**src/mem_pkg.sv**
```systemverilog
package mem_pkg;

	typedef logic [31:0] word_t;
	typedef logic [4:0]  exc_code_t;
	typedef logic [4:0]  cp0_addr_t;

	typedef enum logic [3:0] {
		MEM_NONE,
		MEM_LB,
		MEM_LBU,
		MEM_LH,
		MEM_LHU,
		MEM_LW,
		MEM_LWL,
		MEM_LWR,
		MEM_SB,
		MEM_SH,
		MEM_SW,
		MEM_SWL,
		MEM_SWR
	} mem_op_t;

	localparam exc_code_t EXC_INT  = 5'd0;
	localparam exc_code_t EXC_ADEL = 5'd4;
	localparam exc_code_t EXC_ADES = 5'd5;
	localparam exc_code_t EXC_SYS  = 5'd8;
	localparam exc_code_t EXC_BP   = 5'd9;

	localparam cp0_addr_t CP0_BADVADDR = 5'd8;
	localparam cp0_addr_t CP0_STATUS   = 5'd12;
	localparam cp0_addr_t CP0_CAUSE    = 5'd13;
	localparam cp0_addr_t CP0_EPC      = 5'd14;

	localparam word_t EXC_VECTOR = 32'hbfc0_0380;

	// IM[15:8], EXL and IE
	localparam word_t STATUS_WMASK = 32'h0000_ff03;
	// Software interrupt bits only
	localparam word_t CAUSE_WMASK  = 32'h0000_0300;

	function automatic logic is_load(mem_op_t op);
		return op inside {MEM_LB, MEM_LBU, MEM_LH, MEM_LHU, MEM_LW, MEM_LWL, MEM_LWR};
	endfunction

	function automatic logic is_store(mem_op_t op);
		return op inside {MEM_SB, MEM_SH, MEM_SW, MEM_SWL, MEM_SWR};
	endfunction

endpackage

```
**src/exc_if.sv**
```systemverilog
`timescale 1ns/1ps

interface exc_if;

	logic                commit;
	mem_pkg::exc_code_t  code;
	mem_pkg::word_t      epc;
	logic                bd;
	mem_pkg::word_t      badvaddr;
	logic                has_badvaddr;
	logic                eret;

	modport handler (
		output commit, code, epc, bd, badvaddr, has_badvaddr, eret
	);

	// CP0 samples these on the clock edge
	modport cp0 (
		input commit, code, epc, bd, badvaddr, has_badvaddr, eret
	);

endinterface

```
**src/cp0_regfile.sv**
```systemverilog
`timescale 1ns/1ps

module cp0_regfile #(
	parameter int INT_LINES = 6
) (
	input  logic                 clk,
	input  logic                 rst_n,
	input  logic                 stall,
	input  logic [INT_LINES-1:0] ext_int,
	input  logic                 mtc0,
	input  logic                 mfc0,
	input  mem_pkg::cp0_addr_t   reg_addr,
	input  mem_pkg::word_t       wdata,
	exc_if.cp0                   exc,
	output mem_pkg::word_t       rdata,
	output mem_pkg::word_t       status,
	output mem_pkg::word_t       cause,
	output mem_pkg::word_t       epc
);

	mem_pkg::word_t       badvaddr_q;
	mem_pkg::word_t       status_q;
	mem_pkg::word_t       epc_q;
	logic [INT_LINES-1:0] ip_hw_q;
	logic [1:0]           ip_sw_q;
	mem_pkg::exc_code_t   code_q;
	logic                 bd_q;
	mem_pkg::word_t       cause_wr;

	assign cause_wr = wdata & mem_pkg::CAUSE_WMASK;

	always_ff @(posedge clk or negedge rst_n) begin
		if (!rst_n) begin
			badvaddr_q <= '0;
			status_q   <= 32'h0000_0002;
			epc_q      <= '0;
			ip_hw_q    <= '0;
			ip_sw_q    <= '0;
			code_q     <= '0;
			bd_q       <= 1'b0;
		end else begin
			// Pending lines sample even during a stall
			ip_hw_q <= ext_int;
			if (!stall) begin
				if (exc.commit) begin
					status_q[1] <= 1'b1;
					code_q      <= exc.code;
					bd_q        <= exc.bd;
					epc_q       <= exc.epc;
					if (exc.has_badvaddr) begin
						badvaddr_q <= exc.badvaddr;
					end
				end else if (exc.eret) begin
					status_q[1] <= 1'b0;
				end else if (mtc0) begin
					case (reg_addr)
						mem_pkg::CP0_STATUS: begin
							status_q <= (status_q & ~mem_pkg::STATUS_WMASK) |
								(wdata & mem_pkg::STATUS_WMASK);
						end
						mem_pkg::CP0_CAUSE: ip_sw_q <= cause_wr[9:8];
						mem_pkg::CP0_EPC:   epc_q   <= wdata;
						default: ;
					endcase
				end
			end
		end
	end

	always_comb begin
		cause                  = '0;
		cause[31]              = bd_q;
		cause[9+INT_LINES:10]  = ip_hw_q;
		cause[9:8]             = ip_sw_q;
		cause[6:2]             = code_q;
	end

	assign status = status_q;
	assign epc    = epc_q;

	always_comb begin
		rdata = '0;
		if (mfc0) begin
			case (reg_addr)
				mem_pkg::CP0_BADVADDR: rdata = badvaddr_q;
				mem_pkg::CP0_STATUS:   rdata = status_q;
				mem_pkg::CP0_CAUSE:    rdata = cause;
				mem_pkg::CP0_EPC:      rdata = epc_q;
				default:               rdata = '0;
			endcase
		end
	end

	// Top level must block mtc0 whenever an exception is taken
	a_commit_mtc0_excl: assert property (@(posedge clk) disable iff (!rst_n)
		!(exc.commit && mtc0 && !stall))
		else $error("exception commit and mtc0 in the same edge");

endmodule

```
**src/data_addr_check.sv**
```systemverilog
`timescale 1ns/1ps

module data_addr_check (
	input  mem_pkg::mem_op_t   op,
	input  logic               valid,
	input  mem_pkg::word_t     addr,
	output logic               req,
	output logic               addr_err,
	output mem_pkg::exc_code_t err_code,
	output mem_pkg::word_t     badvaddr
);

	logic misalign;
	logic is_st;

	always_comb begin
		case (op)
			mem_pkg::MEM_LH, mem_pkg::MEM_LHU, mem_pkg::MEM_SH: begin
				misalign = addr[0];
			end
			mem_pkg::MEM_LW, mem_pkg::MEM_SW: begin
				misalign = |addr[1:0];
			end
			// Byte and unaligned word ops never fault
			default: begin
				misalign = 1'b0;
			end
		endcase
	end

	assign is_st    = mem_pkg::is_store(op);
	assign addr_err = valid & misalign;
	assign err_code = is_st ? mem_pkg::EXC_ADES : mem_pkg::EXC_ADEL;
	assign badvaddr = addr;

	assign req = valid & (op != mem_pkg::MEM_NONE) & ~misalign;

	a_no_req_on_err: assert final ((req & addr_err) !== 1'b1)
		else $error("data request issued with address error");

endmodule

```
**src/exc_handler.sv**
```systemverilog
`timescale 1ns/1ps

module exc_handler #(
	parameter int INT_LINES = 6
) (
	input  logic               valid,
	input  logic               in_delay_slot,
	input  mem_pkg::word_t     pc,
	input  logic               addr_err,
	input  mem_pkg::exc_code_t err_code,
	input  mem_pkg::word_t     badvaddr,
	input  logic               syscall,
	input  logic               brk,
	input  logic               eret,
	input  mem_pkg::word_t     status,
	input  mem_pkg::word_t     cause,
	input  mem_pkg::word_t     epc,
	output logic               exc_valid,
	output mem_pkg::word_t     exc_target,
	exc_if.handler             exc
);

	localparam int IP_TOP = 9 + INT_LINES;

	logic               int_pend;
	logic               take_exc;
	logic               do_eret;
	mem_pkg::exc_code_t code;

	// IE set, EXL clear, some enabled line pending
	assign int_pend = valid & status[0] & ~status[1] &
		(|(cause[IP_TOP:8] & status[IP_TOP:8]));

	assign take_exc = int_pend | (valid & (addr_err | syscall | brk));

	always_comb begin
		if (int_pend) begin
			code = mem_pkg::EXC_INT;
		end else if (addr_err) begin
			code = err_code;
		end else if (syscall) begin
			code = mem_pkg::EXC_SYS;
		end else begin
			code = mem_pkg::EXC_BP;
		end
	end

	assign do_eret    = valid & eret & ~take_exc;
	assign exc_valid  = take_exc | do_eret;
	assign exc_target = take_exc ? mem_pkg::EXC_VECTOR : epc;

	assign exc.commit       = take_exc;
	assign exc.code         = code;
	// Branch gets restarted for a delay slot
	assign exc.epc          = in_delay_slot ? pc - 32'd4 : pc;
	assign exc.bd           = in_delay_slot;
	assign exc.badvaddr     = badvaddr;
	assign exc.has_badvaddr = ~int_pend & valid & addr_err;
	assign exc.eret         = do_eret;

endmodule

```
**src/mem_stage.sv**
```systemverilog
`timescale 1ns/1ps

module mem_stage #(
	parameter int INT_LINES = 6
) (
	input  logic                 clk,
	input  logic                 rst_n,
	input  logic                 stall,
	input  logic [INT_LINES-1:0] ext_int,
	input  logic                 valid,
	input  mem_pkg::mem_op_t     op,
	input  mem_pkg::word_t       addr,
	input  mem_pkg::word_t       rt_data,
	input  mem_pkg::word_t       pc,
	input  logic                 in_delay_slot,
	input  logic                 syscall,
	input  logic                 brk,
	input  logic                 eret,
	input  logic                 mtc0,
	input  logic                 mfc0,
	input  mem_pkg::cp0_addr_t   cp0_reg,
	input  mem_pkg::word_t       data_rdata,
	output logic                 data_req,
	output logic                 data_wr,
	output logic [1:0]           data_size,
	output mem_pkg::word_t       data_addr,
	output mem_pkg::word_t       data_wdata,
	output mem_pkg::word_t       load_result,
	output mem_pkg::word_t       cp0_rdata,
	output logic                 exc_valid,
	output mem_pkg::word_t       exc_target,
	output mem_pkg::word_t       epc
);

	logic               addr_err;
	mem_pkg::exc_code_t err_code;
	mem_pkg::word_t     badvaddr;
	logic [1:0]         real_offset;
	mem_pkg::word_t     status;
	mem_pkg::word_t     cause;
	logic               mtc0_en;
	logic               mfc0_en;

	exc_if exc_bus ();

	data_addr_check u_addr_check (
		.op       (op),
		.valid    (valid),
		.addr     (addr),
		.req      (data_req),
		.addr_err (addr_err),
		.err_code (err_code),
		.badvaddr (badvaddr)
	);

	memsig_adjust u_memsig (
		.op          (op),
		.addr        (addr),
		.rt_data     (rt_data),
		.wr          (data_wr),
		.real_size   (data_size),
		.real_offset (real_offset),
		.wdata       (data_wdata)
	);

	// Word address with the lane offset of the adjusted store
	assign data_addr = {addr[31:2], real_offset};

	rdata_extend u_rdata (
		.op      (op),
		.offset  (addr[1:0]),
		.rdata   (data_rdata),
		.rt_data (rt_data),
		.result  (load_result)
	);

	exc_handler #(.INT_LINES(INT_LINES)) u_exc (
		.valid         (valid),
		.in_delay_slot (in_delay_slot),
		.pc            (pc),
		.addr_err      (addr_err),
		.err_code      (err_code),
		.badvaddr      (badvaddr),
		.syscall       (syscall),
		.brk           (brk),
		.eret          (eret),
		.status        (status),
		.cause         (cause),
		.epc           (epc),
		.exc_valid     (exc_valid),
		.exc_target    (exc_target),
		.exc           (exc_bus.handler)
	);

	assign mtc0_en = valid & mtc0 & ~exc_valid;
	assign mfc0_en = valid & mfc0;

	cp0_regfile #(.INT_LINES(INT_LINES)) u_cp0 (
		.clk      (clk),
		.rst_n    (rst_n),
		.stall    (stall),
		.ext_int  (ext_int),
		.mtc0     (mtc0_en),
		.mfc0     (mfc0_en),
		.reg_addr (cp0_reg),
		.wdata    (rt_data),
		.exc      (exc_bus.cp0),
		.rdata    (cp0_rdata),
		.status   (status),
		.cause    (cause),
		.epc      (epc)
	);

endmodule

```
**src/memsig_adjust.sv**
```systemverilog
`timescale 1ns/1ps

module memsig_adjust (
	input  mem_pkg::mem_op_t op,
	input  mem_pkg::word_t   addr,
	input  mem_pkg::word_t   rt_data,
	output logic             wr,
	output logic [1:0]       real_size,
	output logic [1:0]       real_offset,
	output mem_pkg::word_t   wdata
);

	logic [1:0] k;

	assign k  = addr[1:0];
	assign wr = mem_pkg::is_store(op);

	always_comb begin
		real_size   = 2'd2;
		real_offset = k;
		wdata       = rt_data;
		case (op)
			mem_pkg::MEM_LB, mem_pkg::MEM_LBU, mem_pkg::MEM_SB: begin
				real_size = 2'd0;
				wdata     = {4{rt_data[7:0]}};
			end
			mem_pkg::MEM_LH, mem_pkg::MEM_LHU, mem_pkg::MEM_SH: begin
				real_size = 2'd1;
				wdata     = {2{rt_data[15:0]}};
			end
			// Upper bytes of rt go to the low lanes
			mem_pkg::MEM_SWL: begin
				real_offset = 2'd0;
				case (k)
					2'd0: begin
						real_size = 2'd0;
						wdata     = {24'b0, rt_data[31:24]};
					end
					2'd1: begin
						real_size = 2'd1;
						wdata     = {16'b0, rt_data[31:16]};
					end
					2'd2: begin
						real_size = 2'd2;
						wdata     = {8'b0, rt_data[31:8]};
					end
					default: begin
						real_size = 2'd2;
						wdata     = rt_data;
					end
				endcase
			end
			mem_pkg::MEM_SWR: begin
				real_size = (k == 2'd3) ? 2'd0 : (k == 2'd2) ? 2'd1 : 2'd2;
				wdata     = rt_data << {k, 3'b000};
			end
			default: begin
				real_size = 2'd2;
			end
		endcase
	end

endmodule

```
**src/rdata_extend.sv**
```systemverilog
`timescale 1ns/1ps

module rdata_extend (
	input  mem_pkg::mem_op_t op,
	input  logic [1:0]       offset,
	input  mem_pkg::word_t   rdata,
	input  mem_pkg::word_t   rt_data,
	output mem_pkg::word_t   result
);

	logic [7:0]     sel_byte;
	logic [15:0]    sel_half;
	mem_pkg::word_t shifted;
	mem_pkg::word_t lwl_data;
	mem_pkg::word_t lwr_data;

	assign shifted  = rdata >> {offset, 3'b000};
	assign sel_byte = shifted[7:0];
	assign sel_half = offset[1] ? rdata[31:16] : rdata[15:0];

	// Low memory bytes into the top of rt
	always_comb begin
		case (offset)
			2'd0:    lwl_data = {rdata[7:0], rt_data[23:0]};
			2'd1:    lwl_data = {rdata[15:0], rt_data[15:0]};
			2'd2:    lwl_data = {rdata[23:0], rt_data[7:0]};
			default: lwl_data = rdata;
		endcase
	end

	// Bytes from offset upward into the bottom of rt
	always_comb begin
		case (offset)
			2'd0:    lwr_data = rdata;
			2'd1:    lwr_data = {rt_data[31:24], rdata[31:8]};
			2'd2:    lwr_data = {rt_data[31:16], rdata[31:16]};
			default: lwr_data = {rt_data[31:8], rdata[31:24]};
		endcase
	end

	always_comb begin
		case (op)
			mem_pkg::MEM_LB:  result = {{24{sel_byte[7]}}, sel_byte};
			mem_pkg::MEM_LBU: result = {24'b0, sel_byte};
			mem_pkg::MEM_LH:  result = {{16{sel_half[15]}}, sel_half};
			mem_pkg::MEM_LHU: result = {16'b0, sel_half};
			mem_pkg::MEM_LW:  result = rdata;
			mem_pkg::MEM_LWL: result = lwl_data;
			mem_pkg::MEM_LWR: result = lwr_data;
			default:          result = '0;
		endcase
	end

	a_load_known: assert final ((mem_pkg::is_load(op) !== 1'b1) || !$isunknown(result))
		else $error("load result has unknown bits");

endmodule
```
**config.mk**
```make
export PLATFORM = sky130hd
export DESIGN_NAME = mem_stage
export DESIGN_NICKNAME = d
export VERILOG_FILES = /design/src/mem_pkg.sv /design/src/exc_if.sv /design/src/cp0_regfile.sv /design/src/data_addr_check.sv /design/src/exc_handler.sv /design/src/mem_stage.sv /design/src/memsig_adjust.sv /design/src/rdata_extend.sv
export SDC_FILE = /design/constraint.sdc
export NUM_CORES = 1
export LEC_CHECK = 0
export ABC_CLOCK_PERIOD_IN_PS = 3640
export BUFFER_PORTS_ARGS = -buffer_cell sky130_fd_sc_hd__buf_2
export CAP_MARGIN = 20
export CORE_ASPECT_RATIO = 0.75
export CORE_MARGIN = 2
export CORE_UTILIZATION = 40
export CTS_CLUSTER_DIAMETER = 60
export CTS_CLUSTER_SIZE = 14
export DETAILED_ROUTE_END_ITERATION = 10
export PLACE_DENSITY = 0.79
export SYNTH_ARGS = -nofsm -noshare
export SYNTH_HDL_FRONTEND = slang
export SYNTH_SLANG_ARGS = --single-unit
export TNS_END_PERCENT = 30
```
**constraint.sdc**
```tcl
create_clock -name clk -period 3.64 [get_ports clk]
set_clock_uncertainty 0.15 [all_clocks]
set_input_delay 0.182 -clock clk [delete_from_list [all_inputs] [get_ports clk]]
set_output_delay 0.182 -clock clk [all_outputs]
set_load 0.01 [all_outputs]
```
==> results.rst <==
.. list-table::
   :header-rows: 1

   * - Metric
     - Value
   * - Delay-heaviest family, CP
     - compound AO/OA/AOI/OAI gates
   * - Global-route wire length before repair
     - 52400 µm
   * - Half-perimeter wire length of the detailed placement result
     - 26900 µm
   * - Setup TNS
     - 0 ns
   * - Detailed Routing Iterations Pass 1
     - 7
   * - Cell taking the most area after synthesis
     - sky130_fd_sc_hd__dfrtp_1
   * - Start-to-end type of the worst setup path
     - primary input to primary output
   * - Mean instance size in the synthesized netlist
     - 8.21 µm²
   * - Residual DRC count
     - 0
   * - Slew Limit Headroom
     - 29.2%
   * - Register area share after synthesis
     - 26.0%
   * - GRT overflow
     - 0
   * - Filler instances
     - 1980
   * - Switching share of power
     - 35.1%
   * - Slew at the pin closest to its max-slew limit
     - 1.05 ns
   * - CP max stage delay
     - 0.83 ns
   * - Floorplan row count
     - 45
   * - Clock share of power
     - 28.3%
   * - Post-synth top area share
     - 25.7%
   * - Relative contribution of sequential cells to total power
     - 36.1%
   * - Kind of end point of the critical path
     - primary output
   * - FFs w/ async S/R, synth
     - 100%
   * - Number of enable-type register cells in the synthesized netlist
     - 0
   * - Clock tree from TritonCTS
     - built
   * - Die X
     - 170 µm
   * - Clk_lat worst skew
     - 0.34 ns
   * - Initial antenna violation count
     - 5
   * - GPL Wtd Cong
     - 0.949
   * - Number of max-cap violations
     - 0
   * - Highest clock frequency the design can meet
     - 343 MHz
   * - Final setup vio count
     - 0
   * - Average wire length per cell after detail routing
     - 22.4 µm
   * - Final non-filler cell area
     - 10700 µm²
   * - Count leader, synth
     - sky130_fd_sc_hd__nand2_1
   * - Clock Root Buffer
     - sky130_fd_sc_hd__clkbuf_16
   * - Number of DRC markers in iteration 0
     - 1341
   * - Data arrival time of the critical path
     - 2.58 ns
   * - Number of synthesized register bits
     - 86
   * - CP Cell Sequence
     - buf_2 > nand2_1 > nor3b_1 > o21ai_0 > nand2_1 > o21ai_0 > buf_2
   * - Most frequent cells after synthesis
     - sky130_fd_sc_hd__nand2_1 (123), sky130_fd_sc_hd__nor2_1 (99), sky130_fd_sc_hd__dfrtp_1 (85)
   * - Net Sw Power
     - 1270 µW
   * - Power per standard cell area
     - 339 nW/µm²
   * - Clk slew on worst S/H paths
     - 0.06 ns
   * - Clock Path Buffers
     - 2
   * - Hold bufs inserted after CTS
     - 40
   * - Post-Syn Nets
     - 1163
   * - Cell with the largest stage delay on the worst path
     - sky130_fd_sc_hd__o21ai_0
   * - Largest cells by area after synthesis
     - sky130_fd_sc_hd__dfrtp_1 (26%), sky130_fd_sc_hd__mux2_2 (6.8%), sky130_fd_sc_hd__a22oi_1 (6.1%)
   * - Routed via count divided by cell count
     - 6.19
   * - Largest net degree at the start of global routing
     - 65
   * - Worst hold-check path type
     - primary input to register
   * - Util after Layout
     - 52.8%
   * - Remaining number of nets flagged by the antenna check after routing
     - 0
   * - Area growth from synthesis to layout
     - 29.1%
   * - RSZ-0062 raised after global routing
     - false
   * - Critical path startpoint category
     - primary input
   * - Worst-case hold slack
     - 0.0331 ns
   * - Synthesized area
     - 8280 µm²
   * - Buffers & Inverters on Critical Path
     - 2
   * - Endpoints failing hold
     - 0
   * - Top flip-flop cell by instance count after synthesis
     - sky130_fd_sc_hd__dfrtp_1
   * - Leakage power summed over all cells
     - 0.00502 µW
   * - Number of global-route vias before repair
     - 9124
   * - Final Critical Period
     - 2.91 ns
   * - Initial Utilization
     - 40.9%
   * - Area of the core region
     - 20300 µm²
   * - # resized after CTS
     - 0
   * - Internal portion of total power
     - 2350 µW
   * - Post-Route WL
     - 35700 µm
   * - Status
     - finished clean
   * - Sink count of the clock tree
     - 86
   * - Fraction of layout cells with a size suffix above 1
     - 35.8%
   * - Net total in the final layout
     - 1479
   * - Synth Instances
     - 1009
   * - Cell total after placement
     - 1532
   * - Area of the die
     - 21900 µm²
   * - Count of vias placed by the detailed router
     - 9857
   * - H-tree depth reported by CTS
     - 3
   * - DIE HEIGHT
     - 129 µm
   * - Number of buffers inserted by port buffering
     - 349
   * - Max Transition Viols Final
     - 0
   * - Final std cells w/o fill
     - 1592
   * - Number of post-CTS setup repair buffers
     - 0
   * - Portion of total power attributed to combinational logic
     - 35.6%
   * - Period utilization
     - 80.0%
   * - Area after detailed placement
     - 9950 µm²
   * - Post-synth cell types
     - 73
   * - Highest ir drop seen on vdd
     - 0.214 mV
   * - Clock buffers created by TritonCTS
     - 9
   * - Count of synthesis-stage warnings from yosys
     - 0
   * - Total track usage
     - 31.2%
   * - Worst path required time
     - 3.31 ns
   * - Critical Path Fanout Max
     - 17
   * - Number of top-level pins
     - 350
[placed cells by master, fill, tap and decap left out, types with 3 or more instances in the layout]
cell type,n
sky130_fd_sc_hd__inv_1,8
sky130_fd_sc_hd__a22o_1,4
sky130_fd_sc_hd__clkbuf_16,9
sky130_fd_sc_hd__a31oi_1,7
sky130_fd_sc_hd__o21ai_1,12
sky130_fd_sc_hd__or2_2,4
sky130_fd_sc_hd__nor3_1,17
sky130_fd_sc_hd__o211ai_1,16
sky130_fd_sc_hd__o21a_1,3
sky130_fd_sc_hd__a21oi_1,66
sky130_fd_sc_hd__xor2_1,19
sky130_fd_sc_hd__a221oi_1,6
sky130_fd_sc_hd__buf_4,22
sky130_fd_sc_hd__dlygate4sd3_1,40
sky130_fd_sc_hd__a21o_1,3
sky130_fd_sc_hd__mux2_2,50
sky130_fd_sc_hd__and2_1,22
sky130_fd_sc_hd__a22oi_1,67
sky130_fd_sc_hd__nand2b_1,19
sky130_fd_sc_hd__a222oi_1,23
sky130_fd_sc_hd__dfrtp_1,85
sky130_fd_sc_hd__nor2b_1,15
sky130_fd_sc_hd__o2bb2ai_1,4
sky130_fd_sc_hd__buf_2,348
sky130_fd_sc_hd__a221o_1,11
sky130_fd_sc_hd__o221ai_1,3
sky130_fd_sc_hd__o22ai_1,4
sky130_fd_sc_hd__mux4_2,14
sky130_fd_sc_hd__and4bb_2,3
sky130_fd_sc_hd__nand3_1,27
sky130_fd_sc_hd__o21ai_0,49
sky130_fd_sc_hd__mux2i_1,45
sky130_fd_sc_hd__nor2_1,99
sky130_fd_sc_hd__or3_1,7
sky130_fd_sc_hd__diode_2,4
sky130_fd_sc_hd__and3_1,4
sky130_fd_sc_hd__nor4_1,9
sky130_fd_sc_hd__nand2_1,123
sky130_fd_sc_hd__xnor2_1,12
sky130_fd_sc_hd__o21bai_1,3
[final cells by class]
| cell class | instances | area [µm²] | area share, % |
|---|---|---|---|
| well taps | 258 | 323 | 3.02 |
| diodes | 4 | 10.0 | 0.0936 |
| multi-input cells | 808 | 5510 | 51.6 |
| flip-flops and latches | 86 | 2150 | 20.1 |
| inverters | 9 | 33.8 | 0.316 |
| clock buffers | 12 | 256 | 2.40 |
| clock inverters | 4 | 77.6 | 0.725 |
| repair buffers | 411 | 2330 | 21.8 |
[sequential cells by signal, summed over array words and instances, names as in the netlist]
name and count:
u_cp0.badvaddr_q 32, u_cp0.bd_q 1, u_cp0.code_q 3, u_cp0.epc 32, u_cp0.ip_hw_q 6, u_cp0.ip_sw_q 2, u_cp0.status 10
[per-layer routing]
layer	up-vias	global-route usage [%]	part of all wire (%)
met5	-	0	0.036
met4	2	9.25	2.6
met3	91	8.74	12
met2	694	48.4	44
met1	4707	42.5	41
li1	4363	-	-
[cell families after synthesis]
kind of cell               after synthesis  synth area share [%]
adders and majority gates                2                 0.272
DFF                                     86                  26.0
and+or+nand+nor                        368                  21.8
xor gates and xnor gates                31                  3.28
muxes                                  109                  16.0
AOI/OAI and AO/OA                      298                  24.9
buffers and inverters                  115                  7.60
[worst paths after layout]
check                      cells past startpoint  slack (ns)            startpoint                   end
max                                            7        0.73               addr[0]         data_wdata[0]
min                                            3        0.03           rt_data[19]         u_cp0.epc[19]
max reg2reg                                    7        1.09      u_cp0.status[14]         u_cp0.epc[24]
min reg2reg                                    1        0.36  u_cp0.badvaddr_q[23]  u_cp0.badvaddr_q[23]
max in group asynchronous                      3        2.15                 rst_n         u_cp0.epc[17]
min in group asynchronous                      2        0.32                 rst_n  u_cp0.badvaddr_q[26]
[metrics by stage]
stage / total power, µW / setup WS [ns]
4_1_cts: 3610 / 0.927
5_1_grt: 3800 / 0.684
3_5_place_dp: 2550 / 0.881
6_report: 3620 / 0.727
3_3_place_gp: 2520 / 0.937
2_1_floorplan: 1990 / 1.59
[worst reg2reg max path: stages (launching register included)]
cell                        delay (ns)
sky130_fd_sc_hd__dfrtp_1          0.42
sky130_fd_sc_hd__a22oi_1          0.25
sky130_fd_sc_hd__a41o_1           0.31
sky130_fd_sc_hd__o2111ai_4        0.17
sky130_fd_sc_hd__o21ai_4          0.68
sky130_fd_sc_hd__buf_4            0.31
sky130_fd_sc_hd__nand2_1          0.08
sky130_fd_sc_hd__o211ai_1         0.09
[power groups by stage]
stage	sequential (µW)	combinational (µW)	clock, µW
finish	1310	1290	1030
global route	1330	1390	1080
detailed placement	1320	1230	0
global placement	1320	1200	0
floorplan	1280	708	0
CTS	1310	1270	1040
Power figures use the tool's default switching activity.
